<file path="config.mk">
export PLATFORM = sky130hd
export DESIGN_NAME = cpu_glue_top
export DESIGN_NICKNAME = d
export VERILOG_FILES = /design/src/cpu_glue_pkg.sv /design/src/cpu_glue_top.sv /design/src/cpu_irq_ctrl.sv /design/src/main_cpu_decode.sv /design/src/sub_cpu_decode.sv /design/src/video_bus_ctrl.sv
export SDC_FILE = /design/constraint.sdc
export NUM_CORES = 1
export LEC_CHECK = 0
export BUFFER_PORTS_ARGS = -buffer_cell sky130_fd_sc_hd__buf_4
export CORE_ASPECT_RATIO = 1.25
export CORE_MARGIN = 2
export CORE_UTILIZATION = 41
export DETAILED_ROUTE_END_ITERATION = 8
export PLACE_DENSITY = 0.81
export SETUP_SLACK_MARGIN = 0.1
export SLEW_MARGIN = 0
export SYNTH_ARGS = -nofsm -noshare
export SYNTH_HDL_FRONTEND = slang
export SYNTH_SLANG_ARGS = --single-unit
</file>
<file path="constraint.sdc">
create_clock -name clk -period 2.4 [get_ports clk]
set_clock_uncertainty 0.1 [all_clocks]
set_input_delay 0.6 -clock clk [delete_from_list [all_inputs] [get_ports clk]]
set_output_delay 0.6 -clock clk [all_outputs]
set_load 0.01 [all_outputs]
</file>
<file path="src/cpu_glue_pkg.sv">
//----------------------------------------
// Two-CPU glue logic shared definitions
// Widths, address map constants and bus types
//----------------------------------------
package cpu_glue_pkg;

    localparam int ADDR_W = 16;                   // CPU address bus
    localparam int DATA_W = 8;                    // CPU data bus
    localparam int VA_W   = 12;                   // Shared video address bus

    //----------------------------------------
    // Address map
    // Page 3 (C000-FFFF), bits 13:11 pick the region
    //   000  I/O page on main CPU, mailbox on sub CPU
    //   001  video registers
    //   010/011  front video RAM
    //   100/101  back1 video RAM
    //   110/111  side video RAM
    // Pages 0-2 are ROM, read back as idle data
    //----------------------------------------
    localparam logic [1:0] PAGE_IO        = 2'd3;
    localparam logic [2:0] REGION_IO      = 3'd0;  // I/O page or mailbox
    localparam logic [2:0] REGION_VREG    = 3'd1;  // Video register block
    localparam logic [2:0] PORT_MAILBOX_A = 3'd7;  // Main CPU C700
    localparam logic [2:0] PORT_MAILBOX_B = 3'd0;  // Sub CPU C000

    // Address seen as memory page plus offset
    typedef struct packed {
        logic [1:0]        page;
        logic [ADDR_W-3:0] offset;
    } cpu_mem_view_t;

    // Same address seen as an I/O port select
    typedef struct packed {
        logic [1:0] page;
        logic [2:0] region;                       // Bits 13:11
        logic [2:0] port;                         // Bits 10:8
        logic [7:0] low;
    } cpu_io_view_t;

    typedef union packed {
        cpu_mem_view_t mem;
        cpu_io_view_t  io;
    } cpu_addr_u;

    // One CPU's bus outputs, strobes active low
    typedef struct packed {
        cpu_addr_u         addr;
        logic [DATA_W-1:0] dout;
        logic              mreq_n;
        logic              iorq_n;
        logic              rd_n;
        logic              wr_n;
    } cpu_bus_t;

    typedef struct packed {
        logic up, down, left, right;
        logic armor, shot, missile;
        logic coin, start, service;
    } player_in_t;

    // Main CPU port selects, all active low
    typedef struct packed {
        logic coin, p1, p2, p1_p2;
        logic mcode, dip1, dip2, mailbox;
    } io_strobe_t;

    // Video selects, disc is active high
    typedef struct packed {
        logic front_cs_n, side_cs_n, back1_cs_n;
        logic disc, vrd_n;
    } video_cs_t;

    // Video register write strobes, active low
    typedef struct packed {
        logic msb, fsx, fsy, b1sx;
        logic b1sy, spare, side_bank, back1_bank;
    } video_reg_t;

endpackage

</file>
<file path="src/cpu_glue_top.sv">
//----------------------------------------
// Two-CPU board glue logic top level
//----------------------------------------
`timescale 1ns/10ps

module cpu_glue_top import cpu_glue_pkg::*; #(
    parameter logic [DATA_W-1:0] IDLE_DATA = 8'hFF    // ROM and unmapped reads
) (
    input  logic              clk,
    input  logic              RESETn,
    input  cpu_bus_t          main_bus,
    input  cpu_bus_t          sub_bus,
    input  player_in_t        player1,
    input  player_in_t        player2,
    input  logic [15:0]       dsw,
    input  logic              snd_busy,
    input  logic              vbl,
    input  logic              a_b,
    input  logic              vdg_n,
    input  logic              wba_n,
    input  logic              wbb_n,
    input  logic              rla,
    input  logic              rlb,
    input  logic [DATA_W-1:0] v_in,
    output logic [DATA_W-1:0] main_din,
    output logic [DATA_W-1:0] sub_din,
    output logic              main_int_n,
    output logic              sub_int_n,
    output logic              main_nmi_n,
    output logic              sub_nmi_n,
    output logic              ae,
    output logic              be,
    output io_strobe_t        io_sel,
    output logic [VA_W-1:0]   va,
    output logic [DATA_W-1:0] v_out,
    output video_cs_t         vcs,
    output video_reg_t        vreg
);

    logic              main_page_n, sub_page_n;
    logic              main_vrd, sub_vrd;
    logic              mbox_sel_n;                    // Sub CPU C000
    logic [DATA_W-1:0] main_vlatch, sub_vlatch;

    main_cpu_decode #(.IDLE_DATA(IDLE_DATA)) u_main_dec (
        .clk(clk), .RESETn(RESETn), .bus(main_bus),
        .player1(player1), .player2(player2), .dsw(dsw), .snd_busy(snd_busy),
        .vlatch(main_vlatch), .io_sel(io_sel), .page_n(main_page_n),
        .vrd(main_vrd), .ae(ae), .din(main_din)
    );

    sub_cpu_decode #(.IDLE_DATA(IDLE_DATA)) u_sub_dec (
        .clk(clk), .RESETn(RESETn), .bus(sub_bus), .vlatch(sub_vlatch),
        .mbox_sel_n(mbox_sel_n), .page_n(sub_page_n), .vrd(sub_vrd),
        .be(be), .din(sub_din)
    );

    cpu_irq_ctrl u_irq (
        .clk(clk), .RESETn(RESETn), .main_bus(main_bus), .sub_bus(sub_bus),
        .vbl(vbl), .mbox_main_n(io_sel.mailbox), .mbox_sub_n(mbox_sel_n),
        .main_int_n(main_int_n), .sub_int_n(sub_int_n),
        .main_nmi_n(main_nmi_n), .sub_nmi_n(sub_nmi_n)
    );

    video_bus_ctrl u_vbus (
        .clk(clk), .RESETn(RESETn), .main_bus(main_bus), .sub_bus(sub_bus),
        .a_b(a_b), .main_page_n(main_page_n), .sub_page_n(sub_page_n),
        .main_vrd(main_vrd), .sub_vrd(sub_vrd), .vdg_n(vdg_n),
        .wba_n(wba_n), .wbb_n(wbb_n), .rla(rla), .rlb(rlb), .v_in(v_in),
        .va(va), .vcs(vcs), .vreg(vreg), .v_out(v_out),
        .main_vlatch(main_vlatch), .sub_vlatch(sub_vlatch)
    );

endmodule

</file>
<file path="src/cpu_irq_ctrl.sv">
//----------------------------------------
// Vertical blank interrupts and the
// two-way NMI mailbox between the CPUs
//----------------------------------------
`timescale 1ns/10ps

module cpu_irq_ctrl import cpu_glue_pkg::*; (
    input  logic     clk,
    input  logic     RESETn,
    input  cpu_bus_t main_bus,
    input  cpu_bus_t sub_bus,
    input  logic     vbl,
    input  logic     mbox_main_n,                 // Main CPU C700 select
    input  logic     mbox_sub_n,                  // Sub CPU C000 select
    output logic     main_int_n,
    output logic     sub_int_n,
    output logic     main_nmi_n,
    output logic     sub_nmi_n
);

    logic vbl_d;
    logic vbl_rise;

    // Mailbox terms, active low
    logic main_rd_n, main_wr_n;
    logic sub_rd_n, sub_wr_n;
    logic main_rd_d, sub_rd_d;
    logic main_rd_end, sub_rd_end;

    assign vbl_rise = vbl && !vbl_d;

    assign main_rd_n = mbox_main_n | main_bus.rd_n;
    assign main_wr_n = mbox_main_n | main_bus.wr_n;
    assign sub_rd_n  = mbox_sub_n  | sub_bus.rd_n;
    assign sub_wr_n  = mbox_sub_n  | sub_bus.wr_n;

    // Trigger on the trailing edge of the read
    assign main_rd_end = main_rd_n && !main_rd_d;
    assign sub_rd_end  = sub_rd_n  && !sub_rd_d;

    //----------------------------------------
    // Interrupt and NMI flip-flops
    //----------------------------------------
    always_ff @(posedge clk) begin
        if (!RESETn) begin
            vbl_d      <= 1'b1;                   // No edge right out of reset
            main_rd_d  <= 1'b1;
            sub_rd_d   <= 1'b1;
            main_int_n <= 1'b1;
            sub_int_n  <= 1'b1;
            main_nmi_n <= 1'b1;
            sub_nmi_n  <= 1'b1;
        end else begin
            vbl_d     <= vbl;
            main_rd_d <= main_rd_n;
            sub_rd_d  <= sub_rd_n;

            // I/O cycle acknowledges the interrupt
            if (!main_bus.iorq_n) begin
                main_int_n <= 1'b1;
            end else if (vbl_rise) begin
                main_int_n <= 1'b0;
            end
            if (!sub_bus.iorq_n) begin
                sub_int_n <= 1'b1;
            end else if (vbl_rise) begin
                sub_int_n <= 1'b0;
            end

            // Own write clears, other side's read sets
            if (!main_wr_n) begin
                main_nmi_n <= 1'b1;
            end else if (sub_rd_end) begin
                main_nmi_n <= 1'b0;
            end
            if (!sub_wr_n) begin
                sub_nmi_n <= 1'b1;
            end else if (main_rd_end) begin
                sub_nmi_n <= 1'b0;
            end
        end
    end

endmodule

</file>
<file path="src/main_cpu_decode.sv">
//----------------------------------------
// Main CPU address decode
// I/O port strobes, AE and registered read data
//----------------------------------------
`timescale 1ns/10ps

module main_cpu_decode import cpu_glue_pkg::*; #(
    parameter logic [DATA_W-1:0] IDLE_DATA = 8'hFF
) (
    input  logic              clk,
    input  logic              RESETn,
    input  cpu_bus_t          bus,
    input  player_in_t        player1,
    input  player_in_t        player2,
    input  logic [15:0]       dsw,
    input  logic              snd_busy,
    input  logic [DATA_W-1:0] vlatch,
    output io_strobe_t        io_sel,
    output logic              page_n,
    output logic              vrd,
    output logic              ae,
    output logic [DATA_W-1:0] din
);

    logic page_io;
    logic io_en;

    // Player byte {1, missile, shot, armor, right, left, down, up}
    function automatic logic [DATA_W-1:0] player_byte(input player_in_t p);
        return {1'b1, p.missile, p.shot, p.armor, p.right, p.left, p.down, p.up};
    endfunction

    assign page_io = (bus.addr.io.page == PAGE_IO);
    assign io_en   = page_io && (bus.addr.io.region == REGION_IO) && !bus.mreq_n;

    // Page 3 outside the I/O region, address only
    assign page_n = !(page_io && (bus.addr.io.region != REGION_IO));
    assign ae     = !page_n && !bus.mreq_n;
    assign vrd    = ae && !bus.rd_n;              // Read of video area

    //----------------------------------------
    // Port strobes C000-C700
    //----------------------------------------
    always_comb begin
        io_sel = '1;
        if (io_en) begin
            case (bus.addr.io.port)
                3'd0:           io_sel.coin    = 1'b0;
                3'd1:           io_sel.p1      = 1'b0;
                3'd2:           io_sel.p2      = 1'b0;
                3'd3:           io_sel.p1_p2   = 1'b0;  // Unused port
                3'd4:           io_sel.mcode   = 1'b0;  // Write only
                3'd5:           io_sel.dip1    = 1'b0;
                3'd6:           io_sel.dip2    = 1'b0;
                PORT_MAILBOX_A: io_sel.mailbox = 1'b0;  // NMI trigger for sub CPU
                default:        io_sel         = '1;
            endcase
        end
    end

    //----------------------------------------
    // Read data mux, one clock behind the bus
    //----------------------------------------
    always_ff @(posedge clk) begin
        if (!RESETn) begin
            din <= IDLE_DATA;
        end else if (!io_sel.coin) begin
            din <= {2'b11, snd_busy, player2.start, player1.start,
                    player1.service & player2.service, 1'b1,
                    player1.coin & player2.coin};
        end else if (!io_sel.p1) begin
            din <= player_byte(player1);
        end else if (!io_sel.p2) begin
            din <= player_byte(player2);
        end else if (!io_sel.dip1) begin
            din <= dsw[7:0];
        end else if (!io_sel.dip2) begin
            din <= dsw[15:8];
        end else if (vrd) begin
            din <= vlatch;                        // Latched video bus
        end else begin
            din <= IDLE_DATA;                     // ROM, mailbox, unmapped
        end
    end

endmodule

</file>
<file path="src/sub_cpu_decode.sv">
//----------------------------------------
// Sub CPU address decode
// Mailbox select, BE and registered read data
//----------------------------------------
`timescale 1ns/10ps

module sub_cpu_decode import cpu_glue_pkg::*; #(
    parameter logic [DATA_W-1:0] IDLE_DATA = 8'hFF
) (
    input  logic              clk,
    input  logic              RESETn,
    input  cpu_bus_t          bus,
    input  logic [DATA_W-1:0] vlatch,
    output logic              mbox_sel_n,
    output logic              page_n,
    output logic              vrd,
    output logic              be,
    output logic [DATA_W-1:0] din
);

    logic page_io;

    assign page_io = (bus.addr.io.page == PAGE_IO);

    // Mailbox at C000 only
    assign mbox_sel_n = !(page_io && (bus.addr.io.region == REGION_IO) &&
                          (bus.addr.io.port == PORT_MAILBOX_B) && !bus.mreq_n);

    // Same region rule as the main CPU
    assign page_n = !(page_io && (bus.addr.io.region != REGION_IO));
    assign be     = !page_n && !bus.mreq_n;
    assign vrd    = be && !bus.rd_n;

    // Mailbox read falls through to idle data
    always_ff @(posedge clk) begin
        if (!RESETn) begin
            din <= IDLE_DATA;
        end else if (vrd) begin
            din <= vlatch;
        end else begin
            din <= IDLE_DATA;
        end
    end

endmodule

</file>
<file path="src/video_bus_ctrl.sv">
//----------------------------------------
// Shared video bus control
// Address mux, chip selects, register strobes and read latches
//----------------------------------------
`timescale 1ns/10ps

module video_bus_ctrl import cpu_glue_pkg::*; (
    input  logic              clk,
    input  logic              RESETn,
    input  cpu_bus_t          main_bus,
    input  cpu_bus_t          sub_bus,
    input  logic              a_b,                // 0 main, 1 sub
    input  logic              main_page_n,
    input  logic              sub_page_n,
    input  logic              main_vrd,
    input  logic              sub_vrd,
    input  logic              vdg_n,              // Register strobe gate
    input  logic              wba_n,
    input  logic              wbb_n,
    input  logic              rla,
    input  logic              rlb,
    input  logic [DATA_W-1:0] v_in,
    output logic [VA_W-1:0]   va,
    output video_cs_t         vcs,
    output video_reg_t        vreg,
    output logic [DATA_W-1:0] v_out,
    output logic [DATA_W-1:0] main_vlatch,
    output logic [DATA_W-1:0] sub_vlatch
);

    cpu_bus_t   sel_bus;
    logic       sel_page_n;
    logic       sel_vrd;
    logic       vaccess;
    logic [2:0] region;
    logic       reg_en;

    //----------------------------------------
    // Bus owner select
    //----------------------------------------
    assign sel_bus    = a_b ? sub_bus     : main_bus;
    assign sel_page_n = a_b ? sub_page_n  : main_page_n;
    assign sel_vrd    = a_b ? sub_vrd     : main_vrd;

    assign va      = sel_bus.addr.mem.offset[VA_W-1:0];
    assign region  = sel_bus.addr.io.region;
    assign vaccess = !sel_page_n && !sel_bus.mreq_n;   // Page 3, not I/O

    // Region pairs share a select
    always_comb begin
        vcs            = '{front_cs_n: 1'b1, side_cs_n: 1'b1, back1_cs_n: 1'b1,
                           disc: 1'b0, vrd_n: 1'b1};
        vcs.vrd_n      = !sel_vrd;
        if (vaccess) begin
            case (region[2:1])
                2'b01:   vcs.front_cs_n = 1'b0;   // D000-DFFF
                2'b10:   vcs.back1_cs_n = 1'b0;   // E000-EFFF
                2'b11:   vcs.side_cs_n  = 1'b0;   // F000-FFFF
                default: vcs.disc       = (region == REGION_VREG);
            endcase
        end
    end

    //----------------------------------------
    // Register strobes C800-CF00
    //----------------------------------------
    assign reg_en = vcs.disc && !vdg_n;

    always_comb begin
        vreg = '1;
        if (reg_en) begin
            case (va[10:8])
                3'd0:    vreg.msb        = 1'b0;  // Video attributes
                3'd1:    vreg.fsx        = 1'b0;  // Front scroll X
                3'd2:    vreg.fsy        = 1'b0;
                3'd3:    vreg.b1sx       = 1'b0;  // Back1 scroll X
                3'd4:    vreg.b1sy       = 1'b0;
                3'd5:    vreg.spare      = 1'b0;
                3'd6:    vreg.side_bank  = 1'b0;
                default: vreg.back1_bank = 1'b0;
            endcase
        end
    end

    // Main CPU has priority on the outgoing word
    assign v_out = !wba_n ? main_bus.dout :
                   !wbb_n ? sub_bus.dout  : 8'hFF;

    // Read latches, held while rla/rlb low
    always_ff @(posedge clk) begin
        if (!RESETn) begin
            main_vlatch <= '0;
            sub_vlatch  <= '0;
        end else begin
            if (rla) begin
                main_vlatch <= v_in;
            end
            if (rlb) begin
                sub_vlatch <= v_in;
            end
        end
    end

endmodule
</file>
==> impl_metrics.tcl, run 1 <==
set metrics [dict create \
    max_slew_margin_pct 71.9 \
    worstMarginPinSlew_ns 0.418 \
    synth_edf_count 0 \
    crit_path_top_delay_cell "or4_4" \
    slew_viol_final 0 \
    grt_pass1_wl_mm 12.7 \
    drt_first_pass_iters 6 \
    drc 0 \
    power.internal_mw 1.35 \
    vias 2839 \
    clock_path_buffers 2 \
    io_pins 173 \
    cap_viol_max_count 0 \
    wl_mm 8.30 \
    cts_tree "yes" \
    place_area_sq_mm 0.00385 \
    violations "setup timing" \
    cts_sinks 39 \
    area_growth_syn_to_layout_pct 75.2 \
    synth.distinct_cells 46 \
    num-fill-cells 430 \
    globalplace.congestion 0.839 \
    antenna_found_initial 0 \
    cts.htree.levels 2 \
    grt_setup_unrepaired "yes" \
    yosysTopAreaCellShare_pct 33.0 \
    status "finished, violations left" \
    cts-root-buf "clkbuf_8" \
    cp-start-kind "primary input" \
    die_h_microns 89.0 \
    syn_area_per_cell_sq_um 8.58 \
    grt_pass1_vias 2880 \
    coreArea_sq_mm 0.00552 \
    fin_area_sq_mm 0.00415 \
    pwr-share-seq_pct 37.9 \
    final_cell_mix "buf_4, dfxtp_1, nand2_1" \
    critPathMaxFanout 5 \
    hold_class "register to register" \
    p_total_mw 1.79 \
    dieArea_sq_mm 0.00640 \
    timing.final.ws_setup_ns -0.0808 \
    ys_seq_elements 39 \
    clockPowerShare_pct 36.3 \
    grt_max_degree 31 \
    rows 30 \
    finalCriticalPeriod_ns 2.48 \
    drive_gt1_share_pct 52.6 \
    port_buffers 172 \
    grt_util_all_layers_pct 25.2 \
    crit_chain "buf_6 -> nand3b_4 -> or4_4 -> o22ai_4 -> nand4_1 -> buf_4" \
    synth_warnings 0 \
    ys_seq_area_share_pct 33.0 \
    path_class "primary input to primary output" \
    cp.arrival_ns 1.78 \
    wl_met1_mm 2.91 \
    syn-cell-area_sq_mm 0.00237 \
    wl_met3_microns 597 \
    p_sw_share_pct 24.6 \
    nets 575 \
    yosysTopAreaCell "dfxtp_1" \
    viasPerCell 5.36 \
    utilization_pct 75.2 \
    hold_viol_final 0 \
    setup_viol 8 \
    start_util_pct 42.9 \
    max_stage_delay_ns 0.45 \
    p_per_area_mw_per_mm2 431 \
    final_antenna_net_count 0 \
    synthCells 276 \
    ys.flop_type "dfxtp_1" \
    drt_iter0_markers 58 \
    peakVddDrop_uv 287 \
    worstSkewPairLatency_ns 0.29 \
    syn-num-nets 386 \
    synth.area.top_cells "dfxtp_1, mux2i_1, nor2b_1" \
    p_switching_mw 0.440 \
    worstPathRequired_ns 1.70 \
    gr-total-overflow 0 \
    layout_commonest_cell "buf_4" \
    top_layer_used "met4" \
    min_period_over_period_pct 103 \
    num_antenna_cells 0 \
    dr_wl_met2_mm 4.54 \
    ys_async_sr_fraction_pct 0 \
    cts.clk_slew.worst_paths_ns 0.07 \
    dp_hpwl_mm 6.82 \
    p_leak_nw 1.92 \
    die_x_microns 72.0 \
    cts_hold_buf 0 \
    clock.fmax_mhz 403 \
    cp-end-kind "primary output" \
    power_frac_comb_pct 25.8 \
    wl_per_cell_microns 15.7 \
    cts_buffers 5 \
]
[power by group through the flow]
stage	registers, mW	clock network [mW]	logic [mW]
global placement	0.692	0	0.432
finish	0.678	0.649	0.462
floorplan	0.693	0	0.182
detailed placement	0.693	0	0.442
CTS	0.678	0.653	0.455
global route	0.680	0.673	0.497
[stage by stage]
stage               setup TNS (ns)  worst slack (ns)  hold slack [ns]  std cells
finish                      -0.533           -0.0808            0.334        530
global route                -0.883            -0.122            0.353        530
CTS                         -0.716            -0.122            0.337        530
detailed placement           -1.21            -0.145            0.320        520
global placement            -0.955            -0.108            0.316        520
floorplan                        0            0.0611            0.310        276
[area by class of cell]
cell class	instances	area, sq um	share of cell area [%]
Tap cell	64	80.1	1.93
Timing Repair Buffer	198	1550	37.3
Multi-Input combinational cell	211	1570	37.8
Clock buffer	5	68.8	1.66
Clock inverter	3	67.6	1.63
Sequential cell	39	781	18.8
Inverter	10	37.5	0.905
[cells by family after synthesis]
| family | share of synthesized area [%] |
|---|---|
| AOI/OAI and AO/OA | 17.3 |
| buffers and inverters | 4.60 |
| DFF | 33.0 |
| muxes | 13.2 |
| and+or+nand+nor | 32.0 |
[path summary, 6_finish.rpt]
| kind | start | endpoint | slack [ns] | cells after the start |
|---|---|---|---|---|
| setup / recovery | main_bus[3] | vreg[6] | -0.08 | 6 |
| hold / removal | u_vbus.sub_vlatch[5]$_SDFFE_PN0P_ | u_sub_dec.din[5]$_SDFF_PN1_ | 0.33 | 1 |
| setup reg to reg | u_vbus.main_vlatch[3]$_SDFFE_PN0P_ | u_main_dec.din[3]$_SDFF_PN1_ | 1.36 | 4 |
| hold reg to reg | u_vbus.sub_vlatch[5]$_SDFFE_PN0P_ | u_sub_dec.din[5]$_SDFF_PN1_ | 0.33 | 1 |
[cell usage after synthesis, types with 2 or more instances]
library cell   n
a21oi_1        6
nor3_4         2
mux2i_1       21
nand4_1       11
o21ai_0       11
clkbuf_1      12
a32oi_1        4
nor3b_1        2
a221o_1        2
nor4_1         2
or4_4          2
o22a_1         8
a21bo_2        2
o32ai_1        2
buf_2          3
nand3_1       13
mux2_2         9
nor3_1         3
or3_4          2
o22ai_1        4
nor2b_1       20
and2_1         3
nor2_1        12
o2bb2ai_1      2
nand2b_1      15
or2_2          2
nand2_1       28
dfxtp_1       39
inv_1         10
nand3b_4       2
and3b_1        2
o221ai_1       5
o211ai_1       2
[metal layers]
metal | GRT usage, % | vias to the layer above
li1 | - | 1383
met1 | 24.6 | 1299
met2 | 50.1 | 131
met3 | 6.09 | 26
met4 | 10.5 | 0
met5 | 0 | -
[sequential cells by signal, indices dropped and copies added (netlist names)]
signal and flops:
u_irq.main_nmi_n 1, u_irq.vbl_d 1, u_irq.main_int_n 1, u_irq.sub_rd_d 1, u_sub_dec.din 8, u_irq.main_rd_d 1
u_vbus.sub_vlatch 8, u_irq.sub_nmi_n 1, u_vbus.main_vlatch 8, u_irq.sub_int_n 1, u_main_dec.din 8
[timing repair]
item                       4_1_cts  5_1_grt
pin swaps                       12        3
cloned                           1        0
buffers inserted                 1        0
setup endpoints to repair       21       22
gates resized for setup         26       10
[worst max-delay path, delay by kind of cell]
kind	cells	cell delay, ns
buffers and inverters	2	0.26
and+or+nand+nor	3	0.72
AOI/OAI and AO/OA	1	0.19
No activity file was read; power rests on OpenSTA's default activity.
==> run 2, diff against run 1 <==
--- a/config.mk
+++ b/config.mk
@@ -10,8 +10,10 @@
 export CORE_MARGIN = 2
 export CORE_UTILIZATION = 41
 export DETAILED_ROUTE_END_ITERATION = 8
+export MAX_ROUTING_LAYER = met4
 export PLACE_DENSITY = 0.81
 export SETUP_SLACK_MARGIN = 0.1
+export SKIP_CTS_REPAIR_TIMING = 1
 export SLEW_MARGIN = 0
 export SYNTH_ARGS = -nofsm -noshare
 export SYNTH_HDL_FRONTEND = slang
==> run 2 against run 1 <==
Effect of this change:
- the run still ends with setup timing left
- wire length rose by 0.63%
- maximum frequency fell by 0.23%
- register-to-register slack barely moved
- clock-buffer cell count did not move
==> impl_metrics.tcl, run 2 (synthesis results as in run 1) <==
set metrics [dict create \
    status "finished, violations left" \
    violations "setup timing" \
    coreArea_sq_mm 0.00552 \
    path_class "primary input to primary output" \
    timing.final.ws_setup_ns -0.0866 \
    antenna_found_initial 0 \
    power.internal_mw 1.35 \
    cts-root-buf "clkbuf_8" \
    vias 2858 \
    numPlacedInstances 520 \
    final_antenna_net_count 0 \
    grt_setup_unrepaired "yes" \
    start_util_pct 42.9 \
    worstPathRequired_ns 1.70 \
    clock_path_buffers 2 \
    holdCritStartpoint "u_vbus.sub_vlatch[5]$_SDFFE_PN0P_" \
    p_sw_share_pct 24.5 \
    peakVddDrop_uv 287 \
    num-fill-cells 428 \
    nets 575 \
    cap_viol_max_count 0 \
    ff2ff_path_depth 4 \
    hold_viol_final 0 \
    grt_max_degree 31 \
    power_frac_comb_pct 25.9 \
    grt_util_all_layers_pct 25.1 \
    cts_sinks 39 \
    ff2ff_setup_slack_ns 1.35 \
    drt_iter0_markers 72 \
    fin_area_sq_mm 0.00415 \
    place_ws_ns -0.145 \
    cp-start-kind "primary input" \
    drc 0 \
    tns_ns -0.482 \
    drive_gt1_share_pct 52.8 \
    cts.clk_slew.worst_paths_ns 0.07 \
    clockPowerShare_pct 36.2 \
    area_growth_syn_to_layout_pct 75.2 \
    hold_class "register to register" \
    dp_hpwl_mm 6.82 \
    finalCriticalPeriod_ns 2.49 \
    clock.fmax_mhz 402 \
    pwr-share-seq_pct 37.9 \
    globalplace.congestion 0.852 \
    num_antenna_cells 0 \
    max_slew_margin_pct 71.7 \
    worstMarginPinSlew_ns 0.421 \
    cts.htree.levels 2 \
    cts_buffers 5 \
    startpoint "main_bus[3]" \
    grt_pass1_vias 2798 \
    cp-end-kind "primary output" \
    grt_pass1_wl_mm 12.3 \
    utilization_pct 75.1 \
    cp.arrival_ns 1.79 \
    fin_cells 530 \
    gr-total-overflow 0 \
    io_pins 173 \
    wl_per_cell_microns 15.8 \
    r2r_start "u_vbus.main_vlatch[3]$_SDFFE_PN0P_" \
    setup_viol 9 \
    port_buffers 172 \
    slew_viol_final 0 \
    place_area_sq_mm 0.00385 \
    dieArea_sq_mm 0.00640 \
    wl_mm 8.36 \
    cts_tree "yes" \
    worstSkewPairLatency_ns 0.29 \
    min_period_over_period_pct 104 \
    die_h_microns 89.0 \
    p_switching_mw 0.439 \
    die_x_microns 72.0 \
    p_leak_nw 1.91 \
    whs_path_depth 1 \
    viasPerCell 5.39 \
    critPathMaxFanout 5 \
    final_cell_mix "buf_4, dfxtp_1, nand2_1" \
    p_per_area_mw_per_mm2 431 \
    layout_commonest_cell "buf_4" \
    drt_first_pass_iters 4 \
    rows 30 \
]
run 2: power by group through the flow:
stage | clock, mW | combinational (mW) | sequential, mW
2_1_floorplan | 0 | 0.182 | 0.693
3_3_place_gp | 0 | 0.432 | 0.692
3_5_place_dp | 0 | 0.442 | 0.693
4_1_cts | 0.653 | 0.444 | 0.678
5_1_grt | 0.673 | 0.497 | 0.680
6_report | 0.647 | 0.463 | 0.678
run 2: worst paths after layout:
| path | end |
|---|---|
| worst max-delay path | vreg[6] |
| worst min-delay path | u_sub_dec.din[5]$_SDFF_PN1_ |
| worst max register to register | u_main_dec.din[3]$_SDFF_PN1_ |
| worst min register to register | u_sub_dec.din[5]$_SDFF_PN1_ |
run 2: critical path, stage by stage:
cell and delay [ns]:
buf_6 0.09, nand3b_4 0.14, or4_4 0.46, o22ai_4 0.19
nand4_1 0.14, buf_4 0.18
run 2: final cells by class:
type | count | area, sq um | area share (%)
multi-input combinational | 211 | 1570 | 37.8
clock buffer | 5 | 68.8 | 1.66
clock inverter | 3 | 67.6 | 1.63
sequential | 39 | 781 | 18.8
tap | 64 | 80.1 | 1.93
timing repair buffer | 198 | 1540 | 37.2
inverter | 10 | 37.5 | 0.905
run 2: metrics by stage:
step           power [mW]  hold WS [ns]
6_report             1.79         0.334
5_1_grt              1.85         0.353
4_1_cts              1.78         0.337
3_5_place_dp         1.13         0.320
3_3_place_gp         1.12         0.316
2_1_floorplan       0.875         0.310
run 2: routing by layer:
layer	vias up	track usage (%)	part of all wire [%]
li1	1383	-	-
met1	1314	24.7	35
met2	139	48.8	56
met3	22	4.28	6.5
met4	0	9.78	2.8
met5	-	-	0
==> run 3, diff against run 2 <==
--- a/config.mk
+++ b/config.mk
@@ -5,13 +5,13 @@
 export SDC_FILE = /design/constraint.sdc
 export NUM_CORES = 1
 export LEC_CHECK = 0
-export BUFFER_PORTS_ARGS = -buffer_cell sky130_fd_sc_hd__buf_4
 export CORE_ASPECT_RATIO = 1.25
-export CORE_MARGIN = 2
-export CORE_UTILIZATION = 41
+export CORE_MARGIN = 5
+export CORE_UTILIZATION = 55
 export DETAILED_ROUTE_END_ITERATION = 8
+export DONT_BUFFER_PORTS = 1
 export MAX_ROUTING_LAYER = met4
-export PLACE_DENSITY = 0.81
+export PLACE_DENSITY = 0.7
 export SETUP_SLACK_MARGIN = 0.1
 export SKIP_CTS_REPAIR_TIMING = 1
 export SLEW_MARGIN = 0
==> run 3 against run 2 <==
Effect of this change:
- the flow still finishes with violations (setup timing)
- sequential power about the same
- via count down 26%
- non-clock buffer count down 192
- largest power group unchanged
- combinational power down 60%
- die area down 11%
- critical path type unchanged
- setup slack better by 0.069 ns
- sequential share of layout area up 12 points
- first-iteration DRC count up 24%
- cell count down 38%
- sequential cell count unchanged
- core utilization down 13 points
- register-to-register slack better by 0.03 ns
==> impl_metrics.tcl, run 3 (synthesis results as in run 1) <==
set metrics [dict create \
    path_buf_inv 0 \
    wl_mm 7.24 \
    cap_viol_max_count 0 \
    coreArea_sq_mm 0.00413 \
    hold_viol_final 0 \
    cp.arrival_ns 1.72 \
    drt_iter0_markers 89 \
    area_growth_syn_to_layout_pct 8.30 \
    grt_pass1_wl_mm 10.7 \
    power_frac_comb_pct 12.4 \
    crit_chain "nand3b_4 -> or4_4 -> o22ai_4 -> nand4_1" \
    critPathMaxFanout 5 \
    grt_max_degree 31 \
    rows 26 \
    start_util_pct 57.3 \
    worstSkewPairLatency_ns 0.29 \
    finalCriticalPeriod_ns 2.42 \
    violations "setup timing" \
    slew_viol_final 0 \
    viasPerCell 6.39 \
    cts_buffers 5 \
    nets 383 \
    critPathTopFamily "simple AND/OR/NAND/NOR gates" \
    peakVddDrop_uv 242 \
    dieArea_sq_mm 0.00572 \
    place_area_sq_mm 0.00241 \
    gr-total-overflow 0 \
    max_slew_margin_pct 63.6 \
    cp-start-kind "primary input" \
    clockPowerShare_pct 42.5 \
    p_switching_mw 0.333 \
    timing.final.ws_setup_ns -0.0173 \
    grt_pass1_vias 2116 \
    p_leak_nw 0.971 \
    status "finished, violations left" \
    cts.clk_slew.worst_paths_ns 0.07 \
    cts_sinks 39 \
    utilization_pct 62.1 \
    path_class "primary input to primary output" \
    antenna_found_initial 0 \
    whs_ns 0.274 \
    p_sw_share_pct 22.1 \
    cp-end-kind "primary output" \
    dp_hpwl_mm 5.88 \
    fin_area_sq_mm 0.00256 \
    drt_first_pass_iters 4 \
    pwr-share-seq_pct 45.2 \
    grt_setup_unrepaired "yes" \
    die_x_microns 68.7 \
    vias 2109 \
    cts.htree.levels 2 \
    crit_path_top_delay_cell "or4_4" \
    die_h_microns 83.4 \
    io_pins 173 \
    drc 0 \
    worstMarginPinSlew_ns 0.544 \
    p_per_area_mw_per_mm2 589 \
    grt_util_all_layers_pct 25.2 \
    port_buffers 0 \
    drive_gt1_share_pct 14.6 \
    cts_tree "yes" \
    cts-root-buf "clkbuf_8" \
    wl_per_cell_microns 21.9 \
    clock_path_buffers 2 \
    final_cell_mix "dfxtp_1, nand2_1, mux2i_1" \
    clock.fmax_mhz 414 \
    hold_class "primary input to register" \
    setup_viol 2 \
    place_ws_ns -0.00646 \
    num_antenna_cells 0 \
    globalplace.congestion 0.857 \
    min_period_over_period_pct 101 \
    power.internal_mw 1.18 \
    worstPathRequired_ns 1.70 \
    max_stage_delay_ns 0.46 \
    p_total_mw 1.51 \
    final_antenna_net_count 0 \
    layout_commonest_cell "dfxtp_1" \
]
-- run 3: power by group through the flow --
stage	Combinational (mW)	Sequential (mW)	Clock, mW
after CTS	0.185	0.682	0.650
after detailed placement	0.185	0.697	0
final	0.187	0.681	0.641
after global placement	0.182	0.696	0
after floorplan	0.182	0.693	0
after global routing	0.204	0.684	0.681
-- run 3: final cells by class --
| cell class | instances | area, sq um |
|---|---|---|
| fill | 397 | 1570 |
| multi-input combinational | 211 | 1500 |
| sequential | 39 | 781 |
| clock buffer | 6 | 72.6 |
| tap | 56 | 70.1 |
| clock inverter | 2 | 60.1 |
| timing repair buffer | 6 | 45.0 |
| inverter | 10 | 37.5 |
-- run 3: final timing paths --
kind	start	to	slack (ns)	depth (start not counted)
max reg2reg	u_irq.main_nmi_n$_SDFFE_PN1P_	u_irq.main_nmi_n$_SDFFE_PN1P_	1.38	2
max	main_bus[3]	vreg[7]	-0.02	4
min reg2reg	u_vbus.sub_vlatch[1]$_SDFFE_PN0P_	u_sub_dec.din[1]$_SDFF_PN1_	0.34	1
min	RESETn	u_irq.main_rd_d$_SDFF_PN1_	0.27	1
-- run 3: per-layer routing --
layer,GRT usage [%],vias to the layer above,wire length [microns],part of all wire [%]
li1,-,998,-,-
met1,27.4,974,2550,35
met2,42.9,122,3880,54
met3,6.49,15,654,9.0
met4,8.86,0,155,2.1
met5,-,-,0,0
-- run 3: metrics by stage --
| step | std cells | TNS, ns |
|---|---|---|
| 4_1_cts | 329 | -0.0120 |
| 3_3_place_gp | 321 | 0 |
| 2_1_floorplan | 276 | 0 |
| 5_1_grt | 330 | -0.0475 |
| 3_5_place_dp | 321 | -0.00896 |
| 6_report | 330 | -0.0265 |
